<file path="src/rv_isa_pkg.sv">
package rv_isa_pkg;

	//////////////////////////////
	// Major opcodes
	//////////////////////////////
	localparam logic [6:0] OPC_OP     = 7'b0110011;	// Register-register ALU
	localparam logic [6:0] OPC_OP_IMM = 7'b0010011;	// Register-immediate ALU
	localparam logic [6:0] OPC_LUI    = 7'b0110111;
	localparam logic [6:0] OPC_LOAD   = 7'b0000011;
	localparam logic [6:0] OPC_STORE  = 7'b0100011;

	// funct3 codes
	localparam logic [2:0] F3_ADD_SUB = 3'b000;
	localparam logic [2:0] F3_SLL     = 3'b001;
	localparam logic [2:0] F3_SLT     = 3'b010;
	localparam logic [2:0] F3_SLTU    = 3'b011;
	localparam logic [2:0] F3_XOR     = 3'b100;
	localparam logic [2:0] F3_SRL_SRA = 3'b101;
	localparam logic [2:0] F3_OR      = 3'b110;
	localparam logic [2:0] F3_AND     = 3'b111;
	localparam logic [2:0] F3_WORD    = 3'b010;	// LW and SW

	localparam logic [6:0] F7_ALT = 7'b0100000;	// SUB and SRA

	// Field positions, low bit of each field
	localparam int RD_LSB  = 7;
	localparam int F3_LSB  = 12;
	localparam int RS1_LSB = 15;
	localparam int RS2_LSB = 20;
	localparam int F7_LSB  = 25;

	typedef enum logic [3:0] {
		ALU_ADD, ALU_SUB, ALU_AND, ALU_OR, ALU_XOR,
		ALU_SLT, ALU_SLTU, ALU_SLL, ALU_SRL, ALU_SRA,
		ALU_PASS_B	// LUI
	} alu_op_e;

	typedef logic [31:0] inst_t;

endpackage

</file>
<file path="src/core_cfg_pkg.sv">
package core_cfg_pkg;

	localparam int XLEN       = 32;
	localparam int REG_ADDR_W = 5;
	localparam int PC_W       = 12;	// Byte address into instruction memory

	// Memory depths in words
	localparam int IMEM_WORDS = 512;
	localparam int DMEM_WORDS = 512;
	localparam int IMEM_AW    = $clog2(IMEM_WORDS);
	localparam int DMEM_AW    = $clog2(DMEM_WORDS);

	//////////////////////////////
	// Controller address map
	//////////////////////////////
	localparam int CON_ADDR_W   = 10;
	localparam int CON_IMEM_BIT = 9;	// Set selects instruction memory

	// Source of a decode stage operand
	typedef enum logic [1:0] {
		FWD_NONE,	// Regfile
		FWD_EX,
		FWD_MEM,
		FWD_WB
	} fwd_src_e;

endpackage

</file>
<file path="src/execute_stage.sv">
`timescale 1ns/1ps

module execute_stage (
	input  logic                                clk,
	input  logic                                rst_n,
	input  logic [core_cfg_pkg::XLEN-1:0]       ex_op_a,
	input  logic [core_cfg_pkg::XLEN-1:0]       ex_op_b,
	input  logic [core_cfg_pkg::XLEN-1:0]       ex_store_data,
	input  rv_isa_pkg::alu_op_e                 ex_alu_op,
	input  logic [core_cfg_pkg::REG_ADDR_W-1:0] ex_rd,
	input  logic                                ex_reg_write,
	input  logic                                ex_is_load,
	input  logic                                ex_is_store,
	output logic [core_cfg_pkg::XLEN-1:0]       ex_result,	// Back to decode too
	output logic [core_cfg_pkg::XLEN-1:0]       mem_alu_result,
	output logic [core_cfg_pkg::XLEN-1:0]       mem_store_data,
	output logic [core_cfg_pkg::REG_ADDR_W-1:0] mem_rd,
	output logic                                mem_reg_write,
	output logic                                mem_is_load,
	output logic                                mem_is_store
);
	import core_cfg_pkg::*;
	import rv_isa_pkg::*;

	logic [4:0] shamt;
	assign shamt = ex_op_b[4:0];	// Shift amount

	//////////////////////////////
	// ALU
	//////////////////////////////
	always_comb begin
		case (ex_alu_op)
			ALU_ADD:    ex_result = ex_op_a + ex_op_b;
			ALU_SUB:    ex_result = ex_op_a - ex_op_b;
			ALU_AND:    ex_result = ex_op_a & ex_op_b;
			ALU_OR:     ex_result = ex_op_a | ex_op_b;
			ALU_XOR:    ex_result = ex_op_a ^ ex_op_b;
			ALU_SLT:    ex_result = XLEN'($signed(ex_op_a) < $signed(ex_op_b));
			ALU_SLTU:   ex_result = XLEN'(ex_op_a < ex_op_b);
			ALU_SLL:    ex_result = ex_op_a << shamt;
			ALU_SRL:    ex_result = ex_op_a >> shamt;
			ALU_SRA:    ex_result = $signed(ex_op_a) >>> shamt;	// Sign fill
			ALU_PASS_B: ex_result = ex_op_b;
			default:    ex_result = '0;
		endcase
	end

	// EX/MEM register
	always_ff @(posedge clk or negedge rst_n) begin
		if (!rst_n) begin
			mem_reg_write <= 1'b0;
			mem_is_load   <= 1'b0;
			mem_is_store  <= 1'b0;
		end else begin
			mem_reg_write <= ex_reg_write;
			mem_is_load   <= ex_is_load;
			mem_is_store  <= ex_is_store;
		end
	end

	always_ff @(posedge clk) begin
		mem_alu_result <= ex_result;	// Address for LW and SW
		mem_store_data <= ex_store_data;
		mem_rd         <= ex_rd;
	end

endmodule

</file>
<file path="config.mk">
export PLATFORM = sky130hd
export DESIGN_NAME = execute_stage
export DESIGN_NICKNAME = d
export VERILOG_FILES = /design/src/rv_isa_pkg.sv /design/src/core_cfg_pkg.sv /design/src/execute_stage.sv
export SDC_FILE = /design/constraint.sdc
export NUM_CORES = 1
export LEC_CHECK = 0
export ABC_AREA = 1
export ABC_CLOCK_PERIOD_IN_PS = 2350
export BUFFER_PORTS_ARGS = -buffer_cell sky130_fd_sc_hd__buf_2
export CAP_MARGIN = 10
export CELL_PAD_IN_SITES_DETAIL_PLACEMENT = 1
export CELL_PAD_IN_SITES_GLOBAL_PLACEMENT = 2
export CORE_UTILIZATION = 26
export CTS_BUF_LIST = sky130_fd_sc_hd__clkbuf_8
export CTS_CLUSTER_SIZE = 28
export DETAILED_ROUTE_END_ITERATION = 7
export GPL_ROUTABILITY_DRIVEN = 0
export PLACE_DENSITY = 0.84
export REMOVE_ABC_BUFFERS = 1
export SLEW_MARGIN = 20
export SYNTH_ARGS = -nofsm -noshare
export SYNTH_HDL_FRONTEND = slang
export SYNTH_SLANG_ARGS = --single-unit
</file>
<file path="constraint.sdc">
create_clock -name clk -period 2.35 [get_ports clk]
set_input_delay 0.235 -clock clk [delete_from_list [all_inputs] [get_ports clk]]
set_output_delay 0.235 -clock clk [all_outputs]
set_load 0.02 [all_outputs]
</file>
==> impl_metrics.tcl <==
set metrics [dict create \
    outcome "finished, violations left" \
    failed_checks "negative setup slack" \
    hold_violations 0 \
    ant_nets 0 \
    fin_cells 3586 \
    cts_tree "built" \
    dp_hpwl_mm 63.3 \
    synth_area_per_cell_um2 5.23 \
    peakVddDrop_uv 265 \
    num_vias 20400 \
    startpoint "ex_op_a[12]" \
    fmax_mhz 359 \
    layout_commonest_cell "nand2_1" \
    synth_top_family_by_area "simple AND/OR/NAND/NOR gates" \
    drtIter0Drc 2226 \
    cts_buffer_depth 2 \
    fin_util 0.466 \
    wl_met2_mm 41.6 \
    ys_seq_elements 72 \
    synth.yosys.seq_area_share 0.121 \
    start_util 0.264 \
    die_w_um 217 \
    cts_sinks 72 \
    clkTransAtPathRegs_ns 0.09 \
    final_cell_mix "611 x nand2_1, 464 x buf_4, 330 x nand3_1, 214 x inv_1, 169 x nand2_2" \
    drc_errors 0 \
    synthFlopType "dfxtp_1" \
    cts_root_buf "clkbuf_8" \
    antenna_found_initial 4 \
    cp_max_fo 4 \
    path_class "primary input to primary output" \
    synth_compound_area_frac 0.0956 \
    synthXorXnorAreaFrac 0.000729 \
    min_period_ns 2.79 \
    fin_ws_ns -0.438 \
    synthAdderAreaFrac 0.105 \
    critPathArrivalTime_ns 2.55 \
    num_io_pins 214 \
    synthCells 2298 \
    power_density_nw_per_um2 366 \
    hold_class "primary input to asynchronous set/reset pin" \
    wl_mm 92.8 \
    track_usage 0.330 \
    firstDrtPassIters 6 \
    setup_violations 24 \
    fin_worst_hold_slack_ns 0.0940 \
    rsz0062_at_grt "yes" \
    route.top_layer_used "met5" \
    maxSlewViolCount 0 \
    max_cap_viol_count 0 \
    port_buffers 213 \
    synthSimpleGateAreaFrac 0.531 \
    die_y_um 217 \
    crit_end "ex_result[18]" \
    fillers 6029 \
    critPathRequiredTime_ns 2.12 \
    grt_pass1_vias 19900 \
    wl_per_cell_um 25.9 \
    viasPerCell 5.70 \
    start_kind "primary input" \
    final_nets 3189 \
    yosysUniqueCellTypes 44 \
    period_share 1.19 \
    netlist_area_um2 12000 \
    finalPower_uw 7740 \
    grt_max_degree 78 \
    coreArea_um2 45500 \
    htree_levels 3 \
    synth_warnings 0 \
    synth_edf_count 0 \
    async_flop_share 0.0417 \
    layout-drive-gt1-share 0.456 \
    rows 78 \
    synthMuxAreaShare 0 \
    areaGrowthSynthToFinish_pct 76.3 \
    fp.dieArea_um2 47100 \
    cp-end-kind "primary output" \
    place_inst 3474 \
    max_slew_margin 0.655 \
    gr-total-overflow 0 \
    tightest_slew_ns 0.516 \
    cts_buffers 9 \
    p_leak_uw 0.0112 \
    wl_met3_mm 8.92 \
    wl_met1_mm 34.3 \
    grt_pass1_wl_mm 117 \
]
-- cells by family (layout without fill, tap and decap cells) --
| logic type | Yosys count | after routing |
|---|---|---|
| compound gates | 202 | 202 |
| xor+xnor | 1 | 1 |
| fa+ha+maj | 100 | 100 |
| buf+inv | 428 | 1114 |
| flops | 72 | 72 |
| other cells | 0 | 2 |
| simple gates | 1495 | 1495 |
-- area by class of cell --
cell class	instances	area [um2]	area share
Tap cell	600	751	0.0354
Sequential cell	72	1460	0.0688
Inverter	331	1320	0.0621
Clock inverter	7	50.0	0.00236
Multi-Input combinational cell	1798	11300	0.534
Clock buffer	9	124	0.00585
Timing Repair Buffer	767	6160	0.291
Antenna cell	2	5.00	0.000236
-- Yosys cell counts (all sizes together) (2+ instances only) --
master	number	share of area
nand3b	5	0.0031
o221ai	5	0.0036
dfxtp	69	0.11
inv	330	0.10
nand4	27	0.014
ha	98	0.10
a31oi	4	0.0021
buf	82	0.037
nor2	176	0.058
o211ai	26	0.016
a21oi	86	0.036
or2	3	0.0016
a211oi	2	0.0012
and2	18	0.0094
o21ai	56	0.023
o22ai	12	0.0062
clkbuf	15	0.0049
nand2	823	0.26
fa	2	0.0033
dfrtp	3	0.0062
nor3	23	0.010
o21bai	8	0.0050
nand3	418	0.18
-- stage by stage --
step                worst slack, ns  setup TNS, ns  cell area, um2
floorplan                    -0.193          -6.33           11500
global placement             -0.638         -11.73           16900
detailed placement           -0.641         -15.01           16900
CTS                         -0.0330         -0.144           19100
global route                 -0.420          -3.98           21200
finish                       -0.438          -3.16           21200
-- routing by layer --
layer  up-vias  track usage
met5         -            0
met4         2        0.201
met3       541       0.0450
met2      1362        0.545
met1      9843        0.405
li1       8700            -
-- critical path, cell delays in order --
cell,delay (ns)
buf_6,0.12
buf_4,0.18
ha_1,0.25
nand2_1,0.12
nand2_1,0.14
inv_1,0.11
nand2_2,0.10
buf_4,0.16
a21oi_4,0.15
nand4_1,0.14
nand3_1,0.10
nand4_1,0.42
buf_6,0.31
-- power breakdown --
part	internal (uW)	switching, uW	total (uW)
logic	2070	3250	5320
clock network	380	684	1060
registers	1330	30.7	1360
-- registers in the layout, summed over array words and instances (netlist names) --
signal and flops:
mem_alu_result 32, mem_store_data 32, mem_rd 5, mem_is_load 1
mem_is_store 1, mem_reg_write 1
-- worst min path at each step --
stage	depth (start not counted)	endpoint	slack (ns)	from
after floorplan	0	mem_is_load	-0.06	rst_n
after detailed placement	1	mem_is_load	0.03	rst_n
after CTS	2	mem_reg_write	0.1	rst_n
after global routing	2	mem_reg_write	0.1	rst_n
final	2	mem_reg_write	0.09	rst_n
after global placement	1	mem_is_store	0.03	rst_n
-- repair_timing --
action,4_1_cts,5_1_grt
setup endpoints to repair,32,32
hold buffers,41,0
resized for setup,411,550
gates cloned,0,5
pin swaps,60,165
setup buffers,20,29
hold endpoints to repair,43,0
Note: power is estimated with default switching activity, not from simulation.
