## src/rv_isa_pkg.sv

```systemverilog
package rv_isa_pkg;

	//////////////////////////////
	// Major opcodes
	//////////////////////////////
	localparam logic [6:0] OPC_OP     = 7'b0110011;	// Register-register ALU
	localparam logic [6:0] OPC_OP_IMM = 7'b0010011;	// Register-immediate ALU
	localparam logic [6:0] OPC_LUI    = 7'b0110111;
	localparam logic [6:0] OPC_LOAD   = 7'b0000011;
	localparam logic [6:0] OPC_STORE  = 7'b0100011;

	// funct3 codes
	localparam logic [2:0] F3_ADD_SUB = 3'b000;
	localparam logic [2:0] F3_SLL     = 3'b001;
	localparam logic [2:0] F3_SLT     = 3'b010;
	localparam logic [2:0] F3_SLTU    = 3'b011;
	localparam logic [2:0] F3_XOR     = 3'b100;
	localparam logic [2:0] F3_SRL_SRA = 3'b101;
	localparam logic [2:0] F3_OR      = 3'b110;
	localparam logic [2:0] F3_AND     = 3'b111;
	localparam logic [2:0] F3_WORD    = 3'b010;	// LW and SW

	localparam logic [6:0] F7_ALT = 7'b0100000;	// SUB and SRA

	// Field positions, low bit of each field
	localparam int RD_LSB  = 7;
	localparam int F3_LSB  = 12;
	localparam int RS1_LSB = 15;
	localparam int RS2_LSB = 20;
	localparam int F7_LSB  = 25;

	typedef enum logic [3:0] {
		ALU_ADD, ALU_SUB, ALU_AND, ALU_OR, ALU_XOR,
		ALU_SLT, ALU_SLTU, ALU_SLL, ALU_SRL, ALU_SRA,
		ALU_PASS_B	// LUI
	} alu_op_e;

	typedef logic [31:0] inst_t;

endpackage

```

## src/core_cfg_pkg.sv

```systemverilog
package core_cfg_pkg;

	localparam int XLEN       = 32;
	localparam int REG_ADDR_W = 5;
	localparam int PC_W       = 12;	// Byte address into instruction memory

	// Memory depths in words
	localparam int IMEM_WORDS = 512;
	localparam int DMEM_WORDS = 512;
	localparam int IMEM_AW    = $clog2(IMEM_WORDS);
	localparam int DMEM_AW    = $clog2(DMEM_WORDS);

	//////////////////////////////
	// Controller address map
	//////////////////////////////
	localparam int CON_ADDR_W   = 10;
	localparam int CON_IMEM_BIT = 9;	// Set selects instruction memory

	// Source of a decode stage operand
	typedef enum logic [1:0] {
		FWD_NONE,	// Regfile
		FWD_EX,
		FWD_MEM,
		FWD_WB
	} fwd_src_e;

endpackage

```

## src/regfile.sv

```systemverilog
`timescale 1ns/1ps

module regfile (
	input  logic                                clk,
	input  logic                                rst_n,
	input  logic                                we,
	input  logic [core_cfg_pkg::REG_ADDR_W-1:0] waddr,
	input  logic [core_cfg_pkg::XLEN-1:0]       wdata,
	input  logic [core_cfg_pkg::REG_ADDR_W-1:0] raddr1,
	input  logic [core_cfg_pkg::REG_ADDR_W-1:0] raddr2,
	output logic [core_cfg_pkg::XLEN-1:0]       rdata1,
	output logic [core_cfg_pkg::XLEN-1:0]       rdata2
);
	import core_cfg_pkg::*;

	logic [XLEN-1:0] regs [1:2**REG_ADDR_W-1];	// No storage for x0

	always_ff @(posedge clk or negedge rst_n) begin
		if (!rst_n) begin
			for (int i = 1; i < 2**REG_ADDR_W; i++) regs[i] <= '0;
		end else if (we && waddr != '0) begin
			regs[waddr] <= wdata;	// x0 writes dropped
		end
	end

	// Async read, no write-through
	assign rdata1 = (raddr1 == '0) ? '0 : regs[raddr1];
	assign rdata2 = (raddr2 == '0) ? '0 : regs[raddr2];

endmodule

```

## src/decode_stage.sv

```systemverilog
`timescale 1ns/1ps

module decode_stage (
	input  logic                                clk,
	input  logic                                rst_n,
	input  rv_isa_pkg::inst_t                   id_inst,
	input  logic                                id_valid,
	input  logic                                load_stall,
	input  core_cfg_pkg::fwd_src_e              fwd_a_sel,
	input  core_cfg_pkg::fwd_src_e              fwd_b_sel,
	input  logic [core_cfg_pkg::XLEN-1:0]       ex_result,	// ALU, same cycle
	input  logic [core_cfg_pkg::XLEN-1:0]       mem_result,	// Load data or ALU
	input  logic [core_cfg_pkg::XLEN-1:0]       wb_data,
	input  logic                                wb_reg_write,
	input  logic [core_cfg_pkg::REG_ADDR_W-1:0] wb_rd,
	output logic [core_cfg_pkg::REG_ADDR_W-1:0] id_rs1,
	output logic [core_cfg_pkg::REG_ADDR_W-1:0] id_rs2,
	output logic                                id_uses_rs1,
	output logic                                id_uses_rs2,
	output logic [core_cfg_pkg::XLEN-1:0]       ex_op_a,
	output logic [core_cfg_pkg::XLEN-1:0]       ex_op_b,
	output logic [core_cfg_pkg::XLEN-1:0]       ex_store_data,
	output rv_isa_pkg::alu_op_e                 ex_alu_op,
	output logic [core_cfg_pkg::REG_ADDR_W-1:0] ex_rd,
	output logic                                ex_reg_write,
	output logic                                ex_is_load,
	output logic                                ex_is_store
);
	import core_cfg_pkg::*;
	import rv_isa_pkg::*;

	logic [6:0]            opcode;
	logic [2:0]            funct3;
	logic [6:0]            funct7;
	logic [REG_ADDR_W-1:0] rd;
	logic [XLEN-1:0]       imm_i, imm_s, imm_u, imm;
	logic [XLEN-1:0]       rf_rdata1, rf_rdata2;
	logic [XLEN-1:0]       rs_a_val, rs_b_val;	// After forwarding
	alu_op_e               alu_op;
	logic                  use_imm, reg_write, is_load, is_store;

	// Instruction fields
	assign opcode = id_inst[6:0];
	assign funct3 = id_inst[F3_LSB +: 3];
	assign funct7 = id_inst[F7_LSB +: 7];
	assign rd     = id_inst[RD_LSB +: REG_ADDR_W];
	assign id_rs1 = id_inst[RS1_LSB +: REG_ADDR_W];
	assign id_rs2 = id_inst[RS2_LSB +: REG_ADDR_W];

	// Immediates, all sign extended from bit 31
	assign imm_i = {{20{id_inst[31]}}, id_inst[31:20]};
	assign imm_s = {{20{id_inst[31]}}, id_inst[31:25], id_inst[11:7]};
	assign imm_u = {id_inst[31:12], 12'b0};

	//////////////////////////////
	// Control decode
	//////////////////////////////
	always_comb begin
		alu_op      = ALU_ADD;	// Also the address add of LW and SW
		imm         = imm_i;
		use_imm     = 1'b0;
		reg_write   = 1'b0;
		is_load     = 1'b0;
		is_store    = 1'b0;
		id_uses_rs1 = 1'b0;
		id_uses_rs2 = 1'b0;
		if (id_valid) begin
			case (opcode)
				OPC_OP: begin
					reg_write   = 1'b1;
					id_uses_rs1 = 1'b1;
					id_uses_rs2 = 1'b1;
					case (funct3)
						F3_ADD_SUB: alu_op = (funct7 == F7_ALT) ? ALU_SUB : ALU_ADD;
						F3_SLL:     alu_op = ALU_SLL;
						F3_SLT:     alu_op = ALU_SLT;
						F3_SLTU:    alu_op = ALU_SLTU;
						F3_XOR:     alu_op = ALU_XOR;
						F3_SRL_SRA: alu_op = (funct7 == F7_ALT) ? ALU_SRA : ALU_SRL;
						F3_OR:      alu_op = ALU_OR;
						F3_AND:     alu_op = ALU_AND;
					endcase
				end
				OPC_OP_IMM: begin
					reg_write   = 1'b1;
					id_uses_rs1 = 1'b1;
					use_imm     = 1'b1;
					case (funct3)
						F3_SLT:  alu_op = ALU_SLT;
						F3_XOR:  alu_op = ALU_XOR;
						F3_OR:   alu_op = ALU_OR;
						F3_AND:  alu_op = ALU_AND;
						default: alu_op = ALU_ADD;	// ADDI
					endcase
				end
				OPC_LUI: begin
					reg_write = 1'b1;
					use_imm   = 1'b1;
					imm       = imm_u;
					alu_op    = ALU_PASS_B;	// Immediate straight through
				end
				OPC_LOAD: begin
					if (funct3 == F3_WORD) begin	// LW only
						reg_write   = 1'b1;
						is_load     = 1'b1;
						id_uses_rs1 = 1'b1;
						use_imm     = 1'b1;
					end
				end
				OPC_STORE: begin
					if (funct3 == F3_WORD) begin	// SW only
						is_store    = 1'b1;
						id_uses_rs1 = 1'b1;
						id_uses_rs2 = 1'b1;
						use_imm     = 1'b1;
						imm         = imm_s;
					end
				end
				default: ;	// Anything else runs as a NOP
			endcase
		end
	end

	regfile u_regfile (
		.clk   (clk),
		.rst_n (rst_n),
		.we    (wb_reg_write),
		.waddr (wb_rd),
		.wdata (wb_data),
		.raddr1(id_rs1),
		.raddr2(id_rs2),
		.rdata1(rf_rdata1),
		.rdata2(rf_rdata2)
	);

	// Operand source named by the hazard unit
	function automatic logic [XLEN-1:0] fwd_pick(input fwd_src_e sel,
			input logic [XLEN-1:0] rf_val);
		case (sel)
			FWD_EX:  return ex_result;
			FWD_MEM: return mem_result;
			FWD_WB:  return wb_data;
			default: return rf_val;
		endcase
	endfunction

	always_comb begin
		rs_a_val = fwd_pick(fwd_a_sel, rf_rdata1);
		rs_b_val = fwd_pick(fwd_b_sel, rf_rdata2);	// Also the SW data
	end

	//////////////////////////////
	// ID/EX register
	//////////////////////////////
	always_ff @(posedge clk or negedge rst_n) begin
		if (!rst_n) begin
			ex_reg_write <= 1'b0;
			ex_is_load   <= 1'b0;
			ex_is_store  <= 1'b0;
		end else begin
			ex_reg_write <= reg_write && !load_stall;	// Stall inserts a bubble
			ex_is_load   <= is_load && !load_stall;
			ex_is_store  <= is_store && !load_stall;
		end
	end

	always_ff @(posedge clk) begin
		ex_op_a       <= rs_a_val;
		ex_op_b       <= use_imm ? imm : rs_b_val;
		ex_store_data <= rs_b_val;
		ex_alu_op     <= alu_op;
		ex_rd         <= rd;
	end

endmodule

```

## config.mk

```make
export PLATFORM = sky130hd
export DESIGN_NAME = decode_stage
export DESIGN_NICKNAME = d
export VERILOG_FILES = /design/src/rv_isa_pkg.sv /design/src/core_cfg_pkg.sv /design/src/regfile.sv /design/src/decode_stage.sv
export SDC_FILE = /design/constraint.sdc
export NUM_CORES = 2
export LEC_CHECK = 0
export BUFFER_PORTS_ARGS = -buffer_cell sky130_fd_sc_hd__buf_2
export CAP_MARGIN = 15
export CORE_MARGIN = 4
export CORE_UTILIZATION = 40
export CTS_BUF_LIST = sky130_fd_sc_hd__clkbuf_4 sky130_fd_sc_hd__clkbuf_8 sky130_fd_sc_hd__clkbuf_16
export CTS_CLUSTER_SIZE = 30
export DETAILED_ROUTE_END_ITERATION = 8
export GPL_ROUTABILITY_DRIVEN = 0
export HOLD_SLACK_MARGIN = 0.15
export PLACE_DENSITY_LB_ADDON = 0.2
export SLEW_MARGIN = 15
export SYNTH_ARGS = -nofsm -noshare
export SYNTH_HDL_FRONTEND = slang
export SYNTH_SLANG_ARGS = --single-unit
```

## constraint.sdc

```tcl
create_clock -name clk -period 2.1 [get_ports clk]
set_clock_uncertainty 0.2 [all_clocks]
set_input_delay 0.21 -clock clk [delete_from_list [all_inputs] [get_ports clk]]
set_output_delay 0.21 -clock clk [all_outputs]
set_load 0.1 [all_outputs]
```

==> results.toml <==
[synthesis]
synth_warnings = 0
synth_area_leaders = "dfrtp_1, mux2_2, mux4_2"
ys_types = 60
synth-async-reset-ratio_pct = 90.5
synth_area_um2 = 58000
synth.net_count = 4417
synth_top_area_share_pct = 42.9
synth.avg_cell_area_um2 = 13.6
ys.flop_type = "dfrtp_1"
synth.yosys.seq_area_share_pct = 46.6
synth_edf_count = 0
yosysTopAreaCell = "dfrtp_1"
synth_seq_cells = 1100
synth_cells = 4275

[hold_path]
hp-class = "in -> reg"
hold_depth = 7

[clock_tree]
clockBufferDepth = 3
numCtsBuffers = 118
cts.sinks = 1100
cts_root_buf = "clkbuf_16"
clk_pin_slew_ns = 0.07
cts.htree.levels = 3
insertion_delay_ns = 0.74
tritoncts = "done"

[grt]
grt_pass1_vias = 43973
grt_max_degree = 97
track_usage_pct = 27.5
antenna_found_initial = 3
grt_pass1_wl_um = 310000
grt.overflow.total = 0

[detailed_routing]
ant_nets = 0
drc = 0
firstDrtPassIters = 5
vias = 42844
vias_per_cell = 6.08
wire_per_inst_um = 30.1
first_iter_violations = 3658
wirelength_um = 212000

[worst_setup_path]
worstSetupStartpointType = "flop"
required_ns = 2.52
end_kind = "flop"
crit_fanout = 3
ff2ff_path_depth = 7
worstSetupPathType = "reg -> reg"
arrival_ns = 2.61

[sta]
finalHoldViolations = 0
tightestPinTransition_ns = 0.865
fmax_mhz = 457
setup_viol = 6
fin_hold_ws_ns = 0.178
slew_violations = 0
rsz0062_at_grt = "yes"
min_period_ns = 2.19
period_share_pct = 104
slew_headroom_pct = 42.1
setup_slack_ns = -0.0886

[power]
p_seq_share_pct = 42.6
sw_frac_of_total_pct = 29.3
power_leakage_uw = 0.0328
power.internal_uw = 46700
power_frac_clock_pct = 34.3
p_total_uw = 66100
vdd_drop_max_uv = 693
powerDensity_nw_per_um2 = 898
combPwrFrac_pct = 23.0
p_sw_uw = 19400

[layout]
fin_cells = 7045
fill_cells = 12208
syn_to_final_growth_pct = 26.8
layout.nets = 5177
multiInputGateArea_um2 = 29300
drive_gt1_share_pct = 50.6
seq_area_um2 = 27000
stdcell_area_um2 = 73600

[floorplanning]
die_h_um = 389
dieArea_um2 = 151000
rows = 139
io_pins = 262
initial_core_util_pct = 40.3
coreArea_um2 = 144000
die_x_um = 389

[run_status]
status = "complete, but fails checks"
violations = "negative setup slack"

[flow_run]
maxCapViolations = 0

[placed_design]
dp.final_hpwl_um = 142000
place_area_um2 = 66400
dp.cells = 6575
place_ws_ns = -0.814
io_buffers = 261
## cells in the mapped netlist (all sizes together) (8+ instances only)
cell type,number
o21ai,55
dfxtp,105
mux2,1101
nor4,19
clkbuf,188
mux4,304
dfrtp,995
buf,258
nand3,9
nor3,84
o22ai,150
o31ai,17
a22o,9
nor2b,15
a31oi,16
nor2,95
a211oi,46
nand2b,11
inv,44
a21oi,47
mux2i,415
o211ai,8
nand2,102
a22oi,47
a221oi,91
## final cells by class
type / instances / area share, %
diodes: 4 / 0.0136
flip-flops and latches: 1100 / 36.7
clock inverters: 45 / 0.680
inverters: 44 / 0.225
clock buffers: 178 / 5.13
well taps: 1903 / 3.24
multi-input cells: 2685 / 39.9
repair buffers: 1086 / 14.1
## power by group through the flow
stage | Combinational, uW | Clock [uW] | Sequential, uW
final | 15200 | 22700 | 28200
after floorplan | 9050 | 0 | 28800
after global routing | 16200 | 23900 | 28600
after global placement | 14300 | 0 | 28200
after CTS | 15100 | 23000 | 28000
after detailed placement | 14500 | 0 | 28400
## metrics by stage
| stage | TNS (ns) | utilization [%] |
|---|---|---|
| 6_report | -0.332 | 51.1 |
| 5_1_grt | -0.680 | 51.1 |
| 4_1_cts | -0.671 | 50.9 |
| 3_5_place_dp | -39.49 | 46.2 |
| 3_3_place_gp | -39.10 | 46.2 |
| 2_1_floorplan | -3.03 | - |
## cells in the final DEF, fill, tap and decap left out, types with 44 or more instances in the layout
master,synthesis,routed
a221oi_1,91,68
a22oi_1,47,45
buf_12,0,175
buf_2,114,243
buf_4,30,423
clkbuf_16,0,129
dfrtp_1,995,995
dfxtp_1,105,105
dlygate4sd3_1,0,227
inv_1,44,44
mux2_2,1083,1081
mux2i_1,415,409
mux4_2,304,304
nand2_1,101,83
nor2_1,94,78
nor3_1,83,77
o22ai_1,150,150
## cells by family (layout without fill, tap and decap cells)
kind of cell    after synthesis  after routing  synth area share, %
simple gates                357            357                 2.86
mux                        1820           1820                 40.4
buf+inv                     490           1353                 4.08
xor+xnor                      1              1               0.0151
other cells                   0              4                    0
compound gates              507            507                 6.12
flops                      1100           1100                 46.6
## path summary, 6_finish.rpt
kind / to / start / slack (ns)
min reg2reg: u_regfile.regs[248] / u_regfile.regs[248] / 0.32
max: ex_op_b[23] / u_regfile.regs[823] / -0.09
min in group asynchronous: u_regfile.regs[212] / rst_n / 0.61
max in group asynchronous: u_regfile.regs[425] / rst_n / 0.26
min: ex_op_b[3] / id_inst[5] / 0.18
max reg2reg: ex_op_b[23] / u_regfile.regs[823] / -0.09
## critical path, stage by stage (launching register included)
cell      delay (ns)
dfrtp_1         0.39
mux4_2          0.47
nor2_2          0.09
nor3_1          0.06
a221oi_2        0.32
buf_4           0.19
o41ai_2         0.09
mux2_4          0.27
## metal layers
metal	GRT usage [%]	share of wire, %	wire [um]	vias to the layer above
met2	43.8	46	97600	1737
met3	5.11	7.1	15100	376
li1	-	-	-	17856
met1	38.6	44	92400	22875
met5	0	0	0	-
met4	8.05	3.2	6800	0
## state kept, by name (all words and copies together), names as in the netlist
signal,flops
ex_op_b,32
ex_reg_write,1
ex_rd,5
ex_alu_op,4
ex_op_a,32
ex_is_load,1
ex_store_data,32
ex_is_store,1
u_regfile.regs,992
## timing repair
action                                   CTS  global route
pin swaps                                  7            11
endpoints found under the setup margin    25            53
hold endpoints to repair                2095             0
gates resized for setup                   33            56
hold buffers                             234             0
setup buffers                              5             8
No activity file was read; power rests on OpenSTA's default activity.
