File: src/core_cfg_pkg.sv
package core_cfg_pkg;

	localparam int XLEN       = 32;
	localparam int REG_ADDR_W = 5;
	localparam int PC_W       = 12;	// Byte address into instruction memory

	// Memory depths in words
	localparam int IMEM_WORDS = 512;
	localparam int DMEM_WORDS = 512;
	localparam int IMEM_AW    = $clog2(IMEM_WORDS);
	localparam int DMEM_AW    = $clog2(DMEM_WORDS);

	//////////////////////////////
	// Controller address map
	//////////////////////////////
	localparam int CON_ADDR_W   = 10;
	localparam int CON_IMEM_BIT = 9;	// Set selects instruction memory

	// Source of a decode stage operand
	typedef enum logic [1:0] {
		FWD_NONE,	// Regfile
		FWD_EX,
		FWD_MEM,
		FWD_WB
	} fwd_src_e;

endpackage

File: src/hazard_unit.sv
`timescale 1ns/1ps

module hazard_unit (
	input  logic [core_cfg_pkg::REG_ADDR_W-1:0] id_rs1,
	input  logic [core_cfg_pkg::REG_ADDR_W-1:0] id_rs2,
	input  logic                                id_uses_rs1,
	input  logic                                id_uses_rs2,
	input  logic [core_cfg_pkg::REG_ADDR_W-1:0] ex_rd,
	input  logic [core_cfg_pkg::REG_ADDR_W-1:0] mem_rd,
	input  logic [core_cfg_pkg::REG_ADDR_W-1:0] wb_rd,
	input  logic                                ex_reg_write,
	input  logic                                mem_reg_write,
	input  logic                                wb_reg_write,
	input  logic                                ex_is_load,
	output core_cfg_pkg::fwd_src_e              fwd_a_sel,
	output core_cfg_pkg::fwd_src_e              fwd_b_sel,
	output logic                                load_stall
);
	import core_cfg_pkg::*;

	logic ex_fwd_ok, mem_fwd_ok, wb_fwd_ok;

	// Stage holds a result worth forwarding
	assign ex_fwd_ok  = ex_reg_write && !ex_is_load && (ex_rd != '0);	// Load data not ready
	assign mem_fwd_ok = mem_reg_write && (mem_rd != '0);
	assign wb_fwd_ok  = wb_reg_write && (wb_rd != '0);

	// Youngest match wins
	function automatic fwd_src_e pick_src(input logic uses,
			input logic [REG_ADDR_W-1:0] rs);
		if (!uses)
			return FWD_NONE;
		else if (ex_fwd_ok && rs == ex_rd)
			return FWD_EX;
		else if (mem_fwd_ok && rs == mem_rd)
			return FWD_MEM;
		else if (wb_fwd_ok && rs == wb_rd)
			return FWD_WB;
		else
			return FWD_NONE;
	endfunction

	always_comb begin
		fwd_a_sel = pick_src(id_uses_rs1, id_rs1);
		fwd_b_sel = pick_src(id_uses_rs2, id_rs2);
	end

	// Load in EX feeding the instruction in ID
	assign load_stall = ex_is_load && (ex_rd != '0) &&
		((id_uses_rs1 && id_rs1 == ex_rd) || (id_uses_rs2 && id_rs2 == ex_rd));

endmodule

File: config.mk
export PLATFORM = sky130hd
export DESIGN_NAME = hazard_unit
export DESIGN_NICKNAME = d
export VERILOG_FILES = /design/src/core_cfg_pkg.sv /design/src/hazard_unit.sv
export SDC_FILE = /design/constraint.sdc
export NUM_CORES = 1
export LEC_CHECK = 0
export BUFFER_PORTS_ARGS = -buffer_cell sky130_fd_sc_hd__buf_4
export CORE_AREA = 5 5 42 44
export DETAILED_ROUTE_END_ITERATION = 8
export DIE_AREA = 0 0 47 49
export PLACE_DENSITY = 0.72
export SLEW_MARGIN = 20
export SYNTH_ARGS = -nofsm -noshare
export SYNTH_HDL_FRONTEND = slang
export SYNTH_SLANG_ARGS = --single-unit
export TNS_END_PERCENT = 100
File: constraint.sdc
create_clock -name vclk -period 1.4
set_input_delay 0.14 -clock vclk [all_inputs]
set_output_delay 0.14 -clock vclk [all_outputs]
set_load 0.01 [all_outputs]
==> impl_metrics.ini, run 1 <==
[global_routing]
antenna_found_initial = 0
track_usage_pct = 18.1
grt_pass1_wl_um = 3160
grt_max_degree = 4
gr-total-overflow = 0
grt_pass1_vias = 740

[clock_network]
cts-hold-fix-buffers = 0

[final_layout]
final_cell_mix = buf_4 (43), xnor2_1 (15), xor2_1 (12)
layout_commonest_cell = buf_4
seqCellArea_um2 = 0
finalNonFillerCells = 131
final_area_mm2 = 0.00110
nClkBuffers = 0
fin_nets = 148
drive_gt1_share_pct = 67.0
diodes = 0
seq_cells = 0
syn2layout_area_growth_pct = 134
post-route-util_pct = 78.3

[placed_design]
placed_cells = 128
io_buffers = 36
placed_area_um2 = 887
hpwl_um = 1580
gp_congestion = 0.918

[die]
dieHeight_um = 49
floorplan.core_area_mm2 = 0.00140
rows = 14
start_util_pct = 33.5
die-area_mm2 = 0.00230
ios = 36
die_w_um = 47

[routing]
drt_iter0_drc = 12
vias = 721
wirelength_um = 2440
drc = 0
antenna_left = 0
dr.pass1.iters = 4
wl_per_cell_um = 18.6
viasPerCell = 5.50

[min_path]
hold_class = input pin to output pin
holdPathStages = 3
hold_end = fwd_a_sel[1]
min_from = id_uses_rs1

[worst_setup_path]
cp.required_ns = 1.26
cp.arrival_ns = 1.42
end_kind = output pin
critPathKind = input pin to output pin
worst_setup_path_start_kind = input pin
crit_path_max_fanout = 2

[timing]
hold_ws_ns = 0.629
slew_violations = 0
period_share_pct = 111
fin_crit_ns = 1.56
clock.fmax_ghz = 0.643
worst_slew_pin_slew_ns = 0.417
rsz0062_at_grt = yes
hold_viol_final = 0
timing.final.ws_setup_ns = -0.156
setup_viol = 5
slew_headroom_pct = 71.9

[synth]
avgSynthCellArea_um2 = 7.95
yosys.area.top_type_share_pct = 33.6
ys_seq_area_share_pct = 0
yosys.area.top_type = xnor2_1
synth_fp_nets = 90
syn-cell-area_um2 = 469
synth_warnings = 0
synth_cells = 59
synth.distinct_cells = 15
ys_top_cells_by_area = xnor2_1 (34%), xor2_1 (22%), nand2b_4 (5.9%)

[power_and_ir_drop]
total_power_uw = 321
peakVddDrop_mv = 0.196
p_leak_nw = 0.467
power_density_mw_per_mm2 = 293

[run_status]
status = finished with violations
violations = negative setup slack

[flow_run]
cap_violations = 0
-- through the flow --
| step | worst slack (ns) | setup TNS [ns] |
|---|---|---|
| after floorplan | 0.103 | 0 |
| after global placement | -0.196 | -0.754 |
| after detailed placement | -0.269 | -1.02 |
| after CTS | -0.154 | -0.512 |
| after global routing | -0.203 | -0.901 |
| final | -0.156 | -0.530 |
-- report_power, final --
group	total, mW	switching (mW)	internal (mW)	leakage (nW)
clock network	0	0	0	0
logic	0.321	0.140	0.181	0.467
registers	0	0	0	0
-- worst max path at each step --
stage               startpoint           end  slack, ns
floorplan            mem_rd[1]  fwd_a_sel[0]       0.10
global placement      wb_rd[1]  fwd_a_sel[1]      -0.20
detailed placement    wb_rd[1]  fwd_b_sel[0]      -0.27
CTS                   wb_rd[4]  fwd_b_sel[1]      -0.15
global route         id_rs2[4]  fwd_b_sel[0]      -0.20
finish                wb_rd[4]  fwd_b_sel[1]      -0.16
-- what timing repair did --
| item | CTS | global route |
|---|---|---|
| endpoints found under the hold margin | 0 | 0 |
| resized for setup | 20 | 18 |
| pin swaps | 10 | 19 |
| buffers inserted | 2 | 2 |
| setup endpoints to repair | 5 | 5 |
-- cell families after synthesis --
kind of cell / share of synthesized area [%]
xor gates and xnor gates: 56.0
AOI/OAI and AO/OA: 10.7
and+or+nand+nor: 33.3
-- synth_stat cells (all sizes together) --
cell type  number
nor3b           2
o211a           2
nand2           2
nor3            2
nand3           2
nor4            4
or4             3
xor2           12
nand2b          2
xnor2          18
nor2            3
a22oi           1
a21boi          2
nand4           4
-- cell type report --
type / instances / area, um2
multi-input combinational: 59 / 597
timing repair buffer: 56 / 480
tap: 16 / 20.0
fill: 86 / 304
-- routing by layer --
metal  part of all wire (%)  GRT usage, %  vias to the layer above
li1                       -             -                      327
met1                     39          20.7                      351
met2                     52          32.1                       39
met3                    6.5          3.32                        4
met4                    1.7          5.53                        0
met5                      0             0                        -
-- worst max-delay path, cell delays in order --
cell	delay, ns
buf_8	0.09
or4_4	0.54
nor2_4	0.12
buf_6	0.11
nor4_4	0.04
o211a_1	0.24
buf_6	0.12
(Power assumes the default switching activity.)
==> run 2: changes to the inputs <==
--- a/config.mk
+++ b/config.mk
@@ -5,11 +5,12 @@
 export SDC_FILE = /design/constraint.sdc
 export NUM_CORES = 1
 export LEC_CHECK = 0
+export ABC_AREA = 1
 export BUFFER_PORTS_ARGS = -buffer_cell sky130_fd_sc_hd__buf_4
 export CORE_AREA = 5 5 42 44
 export DETAILED_ROUTE_END_ITERATION = 8
 export DIE_AREA = 0 0 47 49
-export PLACE_DENSITY = 0.72
+export PLACE_DENSITY = 0.81
 export SLEW_MARGIN = 20
 export SYNTH_ARGS = -nofsm -noshare
 export SYNTH_HDL_FRONTEND = slang
==> impl_metrics.ini, run 2 <==
[placed_design]
hpwl_um = 1670
gp_congestion = 0.908
place_ws_ns = 0.197
io_buffers = 36

[timing]
setup_viol = 0
tns_ns = 0
hold_ws_ns = 0.614
timing.final.ws_setup_ns = 0.191
period_share_pct = 86.4
slew_headroom_pct = 83.1
slew_violations = 0
worst_slew_pin_slew_ns = 0.251
rsz0062_at_grt = no
hold_viol_final = 0
fin_crit_ns = 1.21
clock.fmax_ghz = 0.827

[synth]
synth_commonest_cells = nand2_1 (53), inv_1 (19), nor2_1 (16)
synth_warnings = 0
yosys.area.top_type = nand2_1
yosys.area.top_type_share_pct = 34.1
ys_top_cells_by_area = nand2_1 (34%), xnor2_1 (18%), inv_1 (12%)
synth_fp_nets = 155
synth_cells = 124
syn-cell-area_um2 = 583
synth.distinct_cells = 11
synth.most_common_cell = nand2_1
avgSynthCellArea_um2 = 4.70
ys_seq_area_share_pct = 0

[die]
dieHeight_um = 49
ios = 36
rows = 14
die-area_mm2 = 0.00230
floorplan.core_area_mm2 = 0.00140
start_util_pct = 41.6
die_w_um = 47

[worst_setup_path]
cp.arrival_ns = 1.07
cp.required_ns = 1.26
critPathKind = input pin to output pin
crit_path_max_fanout = 3
worst_setup_path_start_kind = input pin
end_kind = output pin

[final_layout]
diodes = 0
syn2layout_area_growth_pct = 49.8
layout_commonest_cell = nand2_1
seqCellArea_um2 = 0
drive_gt1_share_pct = 25.0
final_cell_mix = nand2_1 (53), buf_4 (36), inv_1 (19)
fin_nets = 193
post-route-util_pct = 62.3
seq_cells = 0
nClkBuffers = 0

[routing]
wirelength_um = 1830
wl_per_cell_um = 10.4
highest-signal-layer = met3
dr.pass1.iters = 4
wl_met2_um = 897
antenna_left = 0
dr_wl_met3_um = 132
vias = 801
drt-met1-wl_um = 798
viasPerCell = 4.55
drt_iter0_drc = 14
drc = 0

[global_routing]
gr-total-overflow = 0
track_usage_pct = 17.1
grt_pass1_wl_um = 3110
grt_pass1_vias = 749
grt_max_degree = 5
antenna_found_initial = 0

[clock_network]
cts-hold-fix-buffers = 0
post-cts-setup-buffers = 0
post_cts_resized = 0

[min_path]
holdPathStages = 4
hold_class = input pin to output pin
min_from = id_uses_rs1
hold_end = fwd_a_sel[0]

[power_and_ir_drop]
peakVddDrop_mv = 0.142
total_power_uw = 236
p_leak_nw = 0.511
power_density_mw_per_mm2 = 270

[run_status]
status = finished, final reports clean

[flow_run]
cap_violations = 0
[run 2: cell count changes after synthesis, moves of 3 or more]
cell,previous run,this run
nand2_1,2,53
inv_1,0,19
nor2_1,2,16
xor2_1,12,4
nand3_1,2,9
xnor2_1,18,12
nand4_1,4,0
nor4_1,4,0
a21oi_1,0,3
nand3b_1,0,3
or4_1,3,0
[run 2: routing by layer]
layer	vias up	track usage [%]
li1	441	-
met2	22	29.2
met5	-	0
met3	0	1.85
met4	0	0
met1	338	23.7
[run 2: worst max path at each step]
stage                   from  depth (start not counted)            to
floorplan           wb_rd[2]                          8  fwd_a_sel[1]
global placement    ex_rd[0]                          9  fwd_a_sel[1]
detailed placement  ex_rd[0]                          9  fwd_a_sel[1]
CTS                 ex_rd[0]                          9  fwd_a_sel[1]
global route        ex_rd[0]                          9  fwd_a_sel[1]
finish              ex_rd[0]                          9  fwd_a_sel[1]
[run 2: layout make-up]
cell class                      instances  area, um2
Inverter                               21       78.8
Tap cell                               16       20.0
Timing Repair Buffer                   36        270
Fill cell                             150        528
Multi-Input combinational cell        103        504
[run 2: critical path: stages]
cell	delay [ns]
buf_4	0.12
nor2_1	0.12
nand3b_1	0.11
nand3b_1	0.09
inv_1	0.05
nand2_1	0.09
nand2_1	0.06
a21oi_1	0.13
buf_4	0.14
[run 2: logic make-up after synthesis]
family	after synthesis	share of synthesized area [%]
simple gates	81	56.0
buf+inv	21	13.5
xor+xnor	16	24.0
compound gates	6	6.44
[run 2: through the flow]
stage / cell area (um2) / cells
detailed placement: 873 / 176
global placement: 873 / 176
finish: 873 / 176
CTS: 873 / 176
floorplan: 583 / 124
global route: 873 / 176
[run 2: report_power, final]
group          total (mW)  internal, mW  switching [mW]
Clock                   0             0               0
Combinational       0.236         0.121           0.115
Sequential              0             0               0
==> run 3: changes to the inputs <==
--- a/config.mk
+++ b/config.mk
@@ -5,12 +5,12 @@
 export SDC_FILE = /design/constraint.sdc
 export NUM_CORES = 1
 export LEC_CHECK = 0
-export ABC_AREA = 1
 export BUFFER_PORTS_ARGS = -buffer_cell sky130_fd_sc_hd__buf_4
 export CORE_AREA = 5 5 42 44
 export DETAILED_ROUTE_END_ITERATION = 8
 export DIE_AREA = 0 0 47 49
-export PLACE_DENSITY = 0.81
+export GPL_TIMING_DRIVEN = 0
+export PLACE_DENSITY = 0.72
 export SLEW_MARGIN = 20
 export SYNTH_ARGS = -nofsm -noshare
 export SYNTH_HDL_FRONTEND = slang
==> constraint.sdc (replaced) <==
create_clock -name vclk -period 1.4
set_input_delay 0.14 -clock vclk [all_inputs]
set_output_delay 0.14 -clock vclk [all_outputs]
set_load 0.02 [all_outputs]
==> impl_metrics.ini, run 3 (synthesis gave the netlist of run 1 again) <==
[run_status]
status = finished with violations
violations = negative setup slack

[worst_setup_path]
cp.required_ns = 1.26
worst_setup_path_start_kind = input pin
cp.arrival_ns = 1.38
end_kind = output pin
crit_path_max_fanout = 3
critPathKind = input pin to output pin

[power_and_ir_drop]
total_power_uw = 278
peakVddDrop_mv = 0.197
p_clk_share_pct = 0
power_density_mw_per_mm2 = 285
power_switching_uw = 129
p_leak_nw = 0.383
pwr-share-comb_pct = 100.0
intPower_uw = 149
pwr-share-seq_pct = 0
switching_share_pct = 46.6

[die]
die_w_um = 47
ios = 36
die-area_mm2 = 0.00230
dieHeight_um = 49
rows = 14
start_util_pct = 33.5
floorplan.core_area_mm2 = 0.00140

[timing]
tns_ns = -0.467
timing.final.ws_setup_ns = -0.123
slew_headroom_pct = 80.5
hold_viol_final = 0
slew_violations = 0
clock.fmax_ghz = 0.656
worst_slew_pin_slew_ns = 0.290
setup_viol = 4
rsz0062_at_grt = yes
fin_crit_ns = 1.52
period_share_pct = 109

[global_routing]
gr-total-overflow = 0
grt_pass1_wl_um = 2750
grt_max_degree = 4
track_usage_pct = 14.8
grt_pass1_vias = 661
antenna_found_initial = 0

[routing]
wirelength_um = 1910
antenna_left = 0
drc = 0
drt_iter0_drc = 12
vias = 598
wl_per_cell_um = 16.9
dr.pass1.iters = 4
viasPerCell = 5.29

[final_layout]
nClkBuffers = 0
drive_gt1_share_pct = 63.9
seqCellArea_um2 = 0
diodes = 0
nFillCells = 97
final_cell_mix = buf_4 (26), xnor2_1 (14), xor2_1 (12)
seq_cells = 0
fin_nets = 130
layout_commonest_cell = buf_4
syn2layout_area_growth_pct = 108
final_area_um2 = 976
multiInputGateArea_um2 = 618
finalNonFillerCells = 113

[placed_design]
placed_cells = 111
hpwl_um = 1360
place_ws_ns = -0.181
io_buffers = 36
gp_congestion = 0.854
placed_area_um2 = 759

[min_path]
hold_class = input pin to output pin

[clock_network]
cts-hold-fix-buffers = 0

[flow_run]
cap_violations = 0
run 3: worst paths after layout:
check           end  cells past startpoint        start  slack (ns)
min    fwd_b_sel[1]                      3  id_uses_rs2        0.64
max    fwd_a_sel[1]                      7     ex_rd[1]       -0.12
run 3: power by group through the flow:
stage          clock network [mW]  logic (mW)  registers [mW]
3_3_place_gp                    0       0.204               0
2_1_floorplan                   0      0.0902               0
6_report                        0       0.278               0
5_1_grt                         0       0.295               0
3_5_place_dp                    0       0.208               0
4_1_cts                         0       0.246               0
run 3: final cells by class:
cell class / instances / area share, %
Timing Repair Buffer: 38 / 34.6
Multi-Input combinational cell: 59 / 63.3
Tap cell: 16 / 2.05
run 3: critical path, stage by stage:
cell and delay (ns):
buf_6 0.11, or4_4 0.55, nor2_4 0.13, nor3b_2 0.06, nand2_1 0.10, o211a_1 0.17, buf_6 0.12
run 3: metrics by stage:
stage / hold WS, ns / util, %
finish: 0.644 / 69.6
global route: 0.655 / 69.6
CTS: 0.641 / 65.1
detailed placement: 0.641 / 54.2
global placement: 0.649 / 54.2
floorplan: 0.452 / -
run 3: timing repair:
| item | CTS | global route |
|---|---|---|
| gates resized for setup | 29 | 11 |
| buffers inserted | 3 | 0 |
| pin swaps | 11 | 10 |
| endpoints found under the setup margin | 5 | 5 |
run 3: routing by layer:
metal,wire length [um],global-route usage (%),vias up
met5,0,0,-
met4,0,1.84,0
met3,153,2.58,0
met2,1050,26.5,30
met1,701,18.0,276
li1,-,-,292
